File: src/hdl/cpu_cfg.svh
`ifndef CPU_CFG_SVH
`define CPU_CFG_SVH

// datapath and address widths
`define WORD_W     16
`define PADDR_W    10
`define PAGE_W     6   // 64 words per page

`define NUM_REGS   8
`define SLICE_LEN  4   // instructions per time slice

// context block word offsets
`define CTX_NEXT   0   // link to next process
`define CTX_PC     1
`define CTX_REGS   2   // eight saved registers
`define CTX_PTAB   10  // page table, one word per logical page

`define NUM_LPAGES 8

`endif

File: src/hdl/mem_pkg.sv
`include "cpu_cfg.svh"

package mem_pkg;

  typedef logic [`WORD_W-1:0] word_t;
  typedef logic [`PADDR_W-1:0] paddr_t;

  // only page and offset bits are looked at
  typedef logic [`WORD_W-1:0] laddr_t;

  typedef logic [`PADDR_W-`PAGE_W-1:0] ppage_t;
  typedef logic [$clog2(`NUM_LPAGES)-1:0] lpage_t;

  typedef struct packed {
    logic   rd;
    logic   wr;
    paddr_t addr;
    word_t  wdata;
  } mem_req_t;

endpackage

File: src/hdl/isa_pkg.sv
`include "cpu_cfg.svh"

package isa_pkg;

  typedef enum logic [7:0] {
    op_jmp     = 8'd1,
    op_ram2reg = 8'd2,
    op_reg2ram = 8'd3,
    op_num2reg = 8'd4,
    op_plus    = 8'd5,
    op_minus   = 8'd6
  } opcode_e;

  typedef logic [$clog2(`NUM_REGS)-1:0] reg_idx_t;

  // first word of an instruction, second word is the operand
  typedef struct packed {
    opcode_e    op;
    logic [7:0] reg_byte;  // register number in low bits
  } inst_hdr_t;

endpackage

File: src/hdl/slice_timer.sv
`timescale 1ns/1ns
`include "cpu_cfg.svh"

module slice_timer (
  input  logic                         clka,
  input  logic                         rst,
  input  logic                         inst_retired,
  input  logic                         slice_clr,
  input  logic                         ctx_step,
  output logic                         slice_end,
  output logic [$clog2(`CTX_PTAB)-1:0] ctx_idx,
  output logic                         ctx_last
);

  localparam int IW = $clog2(`CTX_PTAB);
  localparam logic [IW-1:0] IDX_FIRST = IW'(`CTX_PC);
  localparam logic [IW-1:0] IDX_LAST  = IW'(`CTX_REGS + `NUM_REGS - 1);

  logic [$clog2(`SLICE_LEN+1)-1:0] count;

  assign slice_end = count == `SLICE_LEN;
  assign ctx_last  = ctx_idx == IDX_LAST;

  always_ff @(posedge clka) begin
    if (!rst) begin
      count   <= '0;
      ctx_idx <= IDX_FIRST;
    end else begin
      if (slice_clr) count <= '0;
      else if (inst_retired && !slice_end) count <= count + 1'b1;  // hold at limit
      if (ctx_step) ctx_idx <= ctx_last ? IDX_FIRST : ctx_idx + 1'b1;  // pc, then regs
    end
  end

endmodule

File: src/hdl/reg_file.sv
`timescale 1ns/1ns
`include "cpu_cfg.svh"

module reg_file
  import mem_pkg::*, isa_pkg::*;
(
  input  logic     clka,
  input  logic     reg_we,
  input  reg_idx_t reg_idx,
  input  word_t    reg_wdata,
  input  reg_idx_t reg_raddr,
  input  logic     pc_we,
  input  laddr_t   pc_next,
  input  logic     pc_inc,
  output word_t    reg_rdata,
  output laddr_t   pc
);

  word_t regs [`NUM_REGS];  // filled by the context restore

  assign reg_rdata = regs[reg_raddr];  // async read

  always_ff @(posedge clka) begin
    if (reg_we) regs[reg_idx] <= reg_wdata;
  end

  always_ff @(posedge clka) begin
    if (pc_we) pc <= pc_next;  // jump or restore
    else if (pc_inc) pc <= pc + 1'b1;
  end

endmodule

File: src/hdl/page_mmu.sv
`timescale 1ns/1ns
`include "cpu_cfg.svh"

module page_mmu
  import mem_pkg::*;
(
  input  logic   clka,
  input  logic   rst,
  input  logic   xlate_req,
  input  laddr_t xlate_laddr,
  input  paddr_t ctx_base,
  input  logic   flush,
  input  word_t  mem_rdata,
  output logic   xlate_done,
  output paddr_t xlate_paddr,
  output logic   ptab_rd,
  output paddr_t ptab_addr
);

  lpage_t              req_page;
  lpage_t              tag_lpage;   // cached logical page
  ppage_t              tag_ppage;
  lpage_t              miss_lpage;
  logic [`PAGE_W-1:0]  miss_off;
  ppage_t              fill_ppage;
  logic                valid;
  logic                miss_wait;
  logic                hit;

  assign req_page   = xlate_laddr[`PAGE_W +: $bits(lpage_t)];
  assign fill_ppage = mem_rdata[$bits(ppage_t)-1:0];  // page table entry
  assign hit        = valid && tag_lpage == req_page;

  // miss goes straight to the page table of this context
  assign ptab_rd   = xlate_req && !hit;
  assign ptab_addr = ctx_base + paddr_t'(`CTX_PTAB) + paddr_t'(req_page);

  always_ff @(posedge clka) begin
    if (!rst) begin
      valid      <= 1'b0;
      miss_wait  <= 1'b0;
      xlate_done <= 1'b0;
    end else begin
      xlate_done <= (xlate_req && hit) || miss_wait;
      miss_wait  <= ptab_rd;
      if (flush) valid <= 1'b0;
      else if (miss_wait) valid <= 1'b1;
    end
  end

  always_ff @(posedge clka) begin
    if (ptab_rd) begin
      miss_lpage <= req_page;
      miss_off   <= xlate_laddr[`PAGE_W-1:0];
    end
    if (miss_wait) begin
      tag_lpage   <= miss_lpage;
      tag_ppage   <= fill_ppage;
      xlate_paddr <= {fill_ppage, miss_off};
    end else if (xlate_req) begin
      xlate_paddr <= {tag_ppage, xlate_laddr[`PAGE_W-1:0]};  // hit path
    end
  end

endmodule

File: src/hdl/cpu_sequencer.sv
`timescale 1ns/1ns
`include "cpu_cfg.svh"

module cpu_sequencer
  import mem_pkg::*, isa_pkg::*;
(
  input  logic                         clka,
  input  logic                         rst,
  output mem_req_t                     mem_req,
  input  word_t                        mem_rdata,
  output logic                         xlate_req,
  output laddr_t                       xlate_laddr,
  input  logic                         xlate_done,
  input  paddr_t                       xlate_paddr,
  input  logic                         ptab_rd,
  input  paddr_t                       ptab_addr,
  output paddr_t                       ctx_base,
  output logic                         flush,
  output logic                         inst_retired,
  output logic                         slice_clr,
  input  logic                         slice_end,
  output logic                         ctx_step,
  input  logic [$clog2(`CTX_PTAB)-1:0] ctx_idx,
  input  logic                         ctx_last,
  output logic                         reg_we,
  output reg_idx_t                     reg_idx,
  output word_t                        reg_wdata,
  output reg_idx_t                     reg_raddr,
  input  word_t                        reg_rdata,
  output logic                         pc_we,
  output laddr_t                       pc_next,
  output logic                         pc_inc,
  input  laddr_t                       pc
);

  typedef enum logic [2:0] {
    s_fetch_hdr, s_fetch_opnd, s_exec, s_data_xlate,
    s_data_acc, s_save, s_read_link, s_restore
  } state_e;

  typedef enum logic [1:0] {st_req, st_wait, st_land} step_e;

  state_e                       state;
  step_e                        step;
  inst_hdr_t                    hdr;
  word_t                        opnd;
  logic                         boot;    // first restore keeps base 0
  logic [$clog2(`CTX_PTAB)-1:0] rd_off;  // offset of word in flight
  reg_idx_t                     inst_reg;
  paddr_t                       next_base;
  logic                         is_store;
  logic                         is_mem_op;

  assign inst_reg  = reg_idx_t'(hdr.reg_byte);
  assign next_base = boot ? ctx_base : paddr_t'(mem_rdata);
  assign is_store  = hdr.op == op_reg2ram;
  assign is_mem_op = is_store || hdr.op == op_ram2reg;

  always_ff @(posedge clka) begin
    if (!rst) begin
      state    <= s_read_link;
      step     <= st_wait;  // one idle cycle before the boot restore
      ctx_base <= '0;
      boot     <= 1'b1;
    end else begin
      case (state)
        s_fetch_hdr, s_fetch_opnd: begin
          case (step)
            st_req: begin
              if (state == s_fetch_hdr && slice_end) state <= s_save;
              else step <= st_wait;
            end
            st_wait: if (xlate_done) step <= st_land;
            default: begin
              step  <= st_req;
              state <= (state == s_fetch_hdr) ? s_fetch_opnd : s_exec;
            end
          endcase
        end
        s_exec: state <= is_mem_op ? s_data_xlate : s_fetch_hdr;
        s_data_xlate: begin
          if (step == st_req) begin
            step <= st_wait;
          end else if (xlate_done) begin
            step  <= st_req;
            state <= is_store ? s_fetch_hdr : s_data_acc;
          end
        end
        s_data_acc: state <= s_fetch_hdr;
        s_save: begin
          if (ctx_last) begin
            state <= s_read_link;
            step  <= st_req;
          end
        end
        s_read_link: begin
          case (step)
            st_wait: step <= st_req;
            st_req:  step <= st_land;
            default: begin
              ctx_base <= next_base;  // link word lands here
              boot     <= 1'b0;
              state    <= s_restore;
              step     <= st_req;
            end
          endcase
        end
        s_restore: begin
          if (step == st_land) begin
            state <= s_fetch_hdr;
            step  <= st_req;
          end else if (ctx_last) begin
            step <= st_land;  // drain last register
          end
        end
      endcase
    end
  end

  always_ff @(posedge clka) begin
    if (state == s_fetch_hdr && step == st_land) hdr <= inst_hdr_t'(mem_rdata);
    if (state == s_fetch_opnd && step == st_land) opnd <= mem_rdata;
    rd_off <= ctx_idx;
  end

  always_comb begin
    mem_req      = '0;
    xlate_req    = 1'b0;
    xlate_laddr  = pc;
    flush        = 1'b0;
    inst_retired = 1'b0;
    slice_clr    = 1'b0;
    ctx_step     = 1'b0;
    reg_we       = 1'b0;
    reg_idx      = inst_reg;
    reg_wdata    = opnd;
    reg_raddr    = inst_reg;
    pc_we        = 1'b0;
    pc_next      = opnd;
    pc_inc       = 1'b0;
    case (state)
      s_fetch_hdr, s_fetch_opnd: begin
        case (step)
          st_req: xlate_req = !(state == s_fetch_hdr && slice_end);
          st_wait: begin
            mem_req.rd   = xlate_done;
            mem_req.addr = xlate_paddr;
          end
          default: pc_inc = 1'b1;
        endcase
      end
      s_exec: begin
        case (hdr.op)
          op_jmp:     pc_we = 1'b1;
          op_num2reg: reg_we = 1'b1;
          op_plus: begin
            reg_we    = 1'b1;
            reg_wdata = reg_rdata + opnd;
          end
          op_minus: begin
            reg_we    = 1'b1;
            reg_wdata = reg_rdata - opnd;
          end
          default: reg_we = 1'b0;  // unknown opcodes fall through as no-ops
        endcase
        inst_retired = !is_mem_op;
      end
      s_data_xlate: begin
        xlate_req     = step == st_req;
        xlate_laddr   = opnd;
        mem_req.rd    = xlate_done && !is_store;
        mem_req.wr    = xlate_done && is_store;
        mem_req.addr  = xlate_paddr;
        mem_req.wdata = reg_rdata;
        inst_retired  = xlate_done && is_store;
      end
      s_data_acc: begin
        reg_we       = 1'b1;
        reg_wdata    = mem_rdata;
        inst_retired = 1'b1;
      end
      s_save: begin
        mem_req.wr    = 1'b1;
        mem_req.addr  = ctx_base + paddr_t'(ctx_idx);
        reg_raddr     = reg_idx_t'(ctx_idx - `CTX_REGS);
        mem_req.wdata = (ctx_idx == `CTX_PC) ? pc : reg_rdata;
        ctx_step      = 1'b1;
      end
      s_read_link: begin
        if (step == st_req) begin
          mem_req.rd   = 1'b1;
          mem_req.addr = ctx_base + paddr_t'(`CTX_NEXT);
        end else if (step == st_land) begin
          mem_req.rd   = 1'b1;  // pc of next process already in flight
          mem_req.addr = next_base + paddr_t'(ctx_idx);
          flush        = 1'b1;
          ctx_step     = 1'b1;
        end
      end
      s_restore: begin
        if (step == st_req) begin
          mem_req.rd   = 1'b1;
          mem_req.addr = ctx_base + paddr_t'(ctx_idx);
          ctx_step     = 1'b1;
        end else begin
          slice_clr = 1'b1;
        end
        reg_idx   = reg_idx_t'(rd_off - `CTX_REGS);
        reg_wdata = mem_rdata;
        pc_next   = mem_rdata;
        pc_we     = rd_off == `CTX_PC;
        reg_we    = rd_off != `CTX_PC;
      end
    endcase
    // page table miss borrows the port
    if (ptab_rd) begin
      mem_req.rd   = 1'b1;
      mem_req.addr = ptab_addr;
    end
  end

endmodule

File: src/hdl/cpu_top.sv
`timescale 1ns/1ns
`include "cpu_cfg.svh"

module cpu_top
  import mem_pkg::*, isa_pkg::*;
(
  input  logic     clka,
  input  logic     rst,
  output mem_req_t mem_req,
  input  word_t    mem_rdata
);

  logic                         xlate_req;
  laddr_t                       xlate_laddr;
  logic                         xlate_done;
  paddr_t                       xlate_paddr;
  logic                         ptab_rd;
  paddr_t                       ptab_addr;
  paddr_t                       ctx_base;
  logic                         flush;
  logic                         inst_retired;
  logic                         slice_clr;
  logic                         slice_end;
  logic                         ctx_step;
  logic [$clog2(`CTX_PTAB)-1:0] ctx_idx;
  logic                         ctx_last;
  logic                         reg_we;
  reg_idx_t                     reg_idx;
  word_t                        reg_wdata;
  reg_idx_t                     reg_raddr;
  word_t                        reg_rdata;
  logic                         pc_we;
  laddr_t                       pc_next;
  logic                         pc_inc;
  laddr_t                       pc;

  cpu_sequencer u_seq (
    .clka(clka), .rst(rst), .mem_req(mem_req), .mem_rdata(mem_rdata),
    .xlate_req(xlate_req), .xlate_laddr(xlate_laddr), .xlate_done(xlate_done),
    .xlate_paddr(xlate_paddr), .ptab_rd(ptab_rd), .ptab_addr(ptab_addr),
    .ctx_base(ctx_base), .flush(flush), .inst_retired(inst_retired),
    .slice_clr(slice_clr), .slice_end(slice_end), .ctx_step(ctx_step),
    .ctx_idx(ctx_idx), .ctx_last(ctx_last), .reg_we(reg_we), .reg_idx(reg_idx),
    .reg_wdata(reg_wdata), .reg_raddr(reg_raddr), .reg_rdata(reg_rdata),
    .pc_we(pc_we), .pc_next(pc_next), .pc_inc(pc_inc), .pc(pc)
  );

  slice_timer u_timer (
    .clka(clka), .rst(rst), .inst_retired(inst_retired), .slice_clr(slice_clr),
    .ctx_step(ctx_step), .slice_end(slice_end), .ctx_idx(ctx_idx), .ctx_last(ctx_last)
  );

  reg_file u_regs (
    .clka(clka), .reg_we(reg_we), .reg_idx(reg_idx), .reg_wdata(reg_wdata),
    .reg_raddr(reg_raddr), .pc_we(pc_we), .pc_next(pc_next), .pc_inc(pc_inc),
    .reg_rdata(reg_rdata), .pc(pc)
  );

  page_mmu u_mmu (
    .clka(clka), .rst(rst), .xlate_req(xlate_req), .xlate_laddr(xlate_laddr),
    .ctx_base(ctx_base), .flush(flush), .mem_rdata(mem_rdata),
    .xlate_done(xlate_done), .xlate_paddr(xlate_paddr),
    .ptab_rd(ptab_rd), .ptab_addr(ptab_addr)
  );

endmodule

File: config.mk
export PLATFORM = sky130hd
export DESIGN_NAME = cpu_top
export DESIGN_NICKNAME = d
export VERILOG_FILES = /design/src/hdl/mem_pkg.sv /design/src/hdl/isa_pkg.sv /design/src/hdl/slice_timer.sv /design/src/hdl/reg_file.sv /design/src/hdl/page_mmu.sv /design/src/hdl/cpu_sequencer.sv /design/src/hdl/cpu_top.sv
export VERILOG_INCLUDE_DIRS = /design/src /design/src/hdl
export SDC_FILE = /design/constraint.sdc
export NUM_CORES = 1
export LEC_CHECK = 0
export ABC_AREA = 1
export BUFFER_PORTS_ARGS = -buffer_cell sky130_fd_sc_hd__clkbuf_2
export CAP_MARGIN = 20
export CORE_AREA = 2 2 115 201
export CTS_CLUSTER_DIAMETER = 40
export CTS_CLUSTER_SIZE = 14
export DETAILED_ROUTE_END_ITERATION = 16
export DIE_AREA = 0 0 117 203
export GPL_ROUTABILITY_DRIVEN = 0
export PLACE_DENSITY = 0.77
export SYNTH_ARGS = -nofsm -noshare
export SYNTH_HDL_FRONTEND = slang
export SYNTH_HIERARCHICAL = 1
export SYNTH_SLANG_ARGS = --single-unit
File: constraint.sdc
create_clock -name clka -period 10.7 [get_ports clka]
set_input_delay 1.605 -clock clka [delete_from_list [all_inputs] [get_ports clka]]
set_output_delay 1.605 -clock clka [all_outputs]
set_load 0.01 [all_outputs]
== After elaboration in Yosys (flattened, before gate mapping) ==
Memories as Yosys holds them, arrays and structs flattened.
Index checks and enable logic that the tools add are counted.

* Register bits after elaboration: 99
* Bits in writable memories: 128
* Input bits: 18
* Output and inout bits: 28
* Logic and storage cells: 159
* Memories kept: 1

* Add/sub/neg operators: 11
* Equal/unequal tests: 32
* Mux-type cells: 64
* Bitwise operators: 2
* Reduce and logical (&&, ||, !) cells: 30

{| class="wikitable"
|+ Memory list
! memory !! words !! width !! read ports !! clocked after Yosys merged registers in !! wr ports !! line !! text
|-
| u_regs.regs || 8 || 16 || 1 || 0 || 1 || reg_file.sv:19 || <nowiki>word_t regs [`NUM_REGS];</nowiki>
|}

{| class="wikitable"
|+ Operator list
! operator !! number
|-
| $pmux 16 s2 || 3
|-
| $mux 10 || 8
|-
| $mux 16 || 4
|-
| $pmux 10 s5 || 1
|-
| $mux 3 || 9
|-
| $eq 8x3->1 const B || 3
|-
| $pmux 3 s7 || 1
|-
| $add 10x4->10 || 2
|-
| $mux 2 || 10
|-
| $add 16x1->16 const B || 1
|-
| $add 16x16->16 || 1
|-
| $eq 8x2->1 const B || 2
|-
| $mux 1 || 16
|-
| $sub 16x16->16 || 1
|-
| $eq 3x3->1 const B || 5
|-
| $add 10x3->10 || 1
|-
| $add 10x4->10 const B || 1
|-
| $pmux 2 s5 || 1
|-
| $reduce_or 2->1 || 5
|-
| $logic_and 1x1->1 || 9
|-
| $mux 9 || 1
|-
| $pmux 1 s3 || 3
|-
| $eq 4x1->1 const B || 2
|-
| $eq 8x1->1 const B || 1
|-
| other kinds (31) || 48
|}

== Longest topological paths before layout ==
* Word-level depth: 7
* Gate-level depth with buffers: 26
* Mapped depth without buffers: 24

== By module ==
The synthesis kept the hierarchy.

{| class="wikitable"
|+ By module, submodules not included
! module !! times used !! cells each !! area each (um^2) !! seq. area each (um^2)
|-
| reg_file || 1 || 513 || 6,058.3 || 4,324.1
|-
| cpu_sequencer || 1 || 880 || 5,296.3 || 1,211.2
|-
| page_mmu || 1 || 143 || 1,412.6 || 840.8
|-
| slice_timer || 1 || 52 || 355.3 || 140.1
|}

== Least setup slack after synthesis ==
OpenSTA, ideal clock, no wires.

* Path kind: input-to-output
* Start: input port mem_rdata[0]
* End: output port mem_req[24] (netlist name)
* Arrival time: 3.011 ns
* Required time: 9.095 ns
* Path slack: 6.084 ns
* Stages: 14
* Buffers on the path: 0
* Cells stage by stage: nand2_1 > nand2_1 > ha_1 > inv_1 > fa_1 > o21ai_0 > nand2_1 > inv_1 > nand2_1 > nand2_1 > nand3_1 > nand2_1 > nand2_1 > nand2_1

{| class="wikitable"
|+ RTL lines
! element !! line !! text
|-
| start, declared || cpu_top.sv:10 || <nowiki>input word_t mem_rdata</nowiki>
|-
| end, declared || cpu_top.sv:9 || <nowiki>output mem_req_t mem_req,</nowiki>
|}

==> summary.txt <==
Status: finished, final reports clean
Flop pwr share: 0.390
Combinational share of power: 0.356
Initial core utilization: 0.5918
Total Neg Setup Slack: 0 ps
Final Power: 3.328 mW
Share of post-route cells with drive strength above 1: 0.08698
Cell count after placement: 1877
Crit path time final: 5913 ps
RSZ-0062 raised after global routing: no
Num ports: 46
Post-Syn Area: 13060 µm²
Clock latency on the worst-skew pair: 540 ps
Reg area: 6516 µm²
WL/cell: 20.75 µm
Vias/cell: 6.042
Die area: 23750 µm²
Synth Net Count: 1630
Final Cell Area: 14260 µm²
NetSw: 1.329 mW
DRT Pass-1 Iters: 8
Die Height: 203 µm
Number of vias in the routed layout: 11580
First-pass GRT wire length: 60420 µm
Post-CTS resize count: 0
F_max: 169.1 MHz
Slew Limit Fails: 0
Worst-path clk slew: 60 ps
Placed Area: 13480 µm²
# Max-Cap Violations: 0
Final Setup Violations: 0
Worst hold margin: 430.1 ps
Syn Inst Count: 1574
CTS tree: yes
Die W: 117 µm
Sw frac: 0.3993
Aggregate global routing overflow: 0
Final Hold Violating Endpoints: 0
Ys Warns: 6
Internal power: 1.999 mW
Clock power share: 0.254
Max Clock Skew: 15.07 ps
Multi-input logic area: 5519 µm²
CORE AREA: 22070 µm²
Clock Sinks: 227
Largest net degree at the start of global routing: 66
Inserted Clock Buffers: 25
Nets: 1664
CP Max Fanout: 22
Worst Setup Start Kind: flip-flop
Area Overhead vs Synth: 9.177%
VDD IR max: 139.8 µV
Vias in the first global route: 11170
Residual DRC: 0
Tot GR Track Use: 0.3420
Initial antenna violation count: 0
WP data arrival: 4310 ps
Leak Pwr: 6.081 nW
Post-DP HPWL: 27510 µm
Mean area per synthesized cell: 8.298 µm²
Cts hold-fix bufs: 0
H-tree depth: 1
Pwr per Cell Area: 233.4 nW/µm²
Rows: 72
Starting DRC count in detailed routing: 1083
ANT nets after route: 0
Max-slew headroom: 0.2925
Req. time, crit path: 9100 ps
Non-filler instance count after layout: 1917
# fillers: 1856
Crit Path Category: reg2out
Worst hold path class: reg2reg
Antenna Cells: 0
Clk root buf: clkbuf_16
Worst slew pin tran: 1053 ps
I/O Buffers: 45
Worst-case clock buffer depth: 3
Setup repair bufs after CTS: 0
WL final: 39770 µm
CP endpoint kind: primary output
Period Utilization, post-route: 0.5526
[critical path, cell delays in order, from the launching register on]
cell      delay, ps
dfxtp_1         560
nand2_4         140
nor2_2          610
nand2_1         100
o21ai_0         200
inv_2            70
ha_1            290
inv_1            60
ha_1            160
inv_1            60
fa_1            490
xnor2_1         630
nand2_1         150
nand2_1         100
clkbuf_2        130
[metrics by stage]
step | setup WS, ps | utilization
2_1_floorplan | 6084 | -
3_3_place_gp | 5560 | 0.6107
3_5_place_dp | 5590 | 0.6107
4_1_cts | 5064 | 0.6461
5_1_grt | 4582 | 0.6461
6_report | 4787 | 0.6461
[registers in the layout, summed over array words and instances (netlist names), 6 cells and up]
signal             cells
u_seq/ctx_base        10
u_mmu/miss_off         6
u_regs/regs          128
u_seq/hdr             11
u_regs/pc             16
u_mmu/xlate_paddr     10
u_seq/opnd            16
[final timing paths]
kind                            cells past startpoint            endpoint  slack (ps)                start
worst max-delay path                               14         mem_req[19]        4790       u_seq/state[1]
worst min-delay path                                0  u_mmu/tag_lpage[2]         430  u_mmu/miss_lpage[2]
worst max register to register                     21   u_regs/regs[2][7]        5450       u_seq/state[2]
worst min register to register                      0  u_mmu/tag_lpage[2]         430  u_mmu/miss_lpage[2]
[power by group through the flow]
stage | clock network (mW) | logic, mW | registers, mW
final | 0.845 | 1.18 | 1.30
after global routing | 0.883 | 1.31 | 1.31
after CTS | 0.849 | 1.14 | 1.28
after detailed placement | 0 | 1.14 | 1.30
after global placement | 0 | 1.10 | 1.30
after floorplan | 0 | 0.837 | 1.25
[layout make-up]
| type | count | area share |
|---|---|---|
| clock buffers | 27 | 0.04440 |
| clock inverters | 13 | 0.01044 |
| inverters | 189 | 0.05045 |
| multi-input cells | 1103 | 0.3870 |
| flip-flops and latches | 227 | 0.4570 |
| well taps | 296 | 0.02597 |
| repair buffers | 62 | 0.02474 |
[routing by layer]
metal | GRT usage | share of wire | wire length [µm] | vias to the layer above
li1 | - | - | - | 5347
met2 | 0.5687 | 0.48 | 19280 | 650
met3 | 0.1125 | 0.089 | 3556 | 234
met1 | 0.3428 | 0.33 | 13090 | 5352
met5 | 0 | 0 | 0 | -
met4 | 0.2668 | 0.097 | 3849 | 0
[cells in the final DEF, fill, tap and decap left out, drive strengths merged, types with 30 or more instances in the layout]
| master | n |
|---|---|
| a21oi | 48 |
| clkbuf | 72 |
| dfxtp | 30 |
| edfxtp | 197 |
| ha | 34 |
| inv | 195 |
| nand2 | 442 |
| nand3 | 92 |
| nor2 | 172 |
| o21ai | 154 |
| o22ai | 49 |
Power figures use the tool's default switching activity.
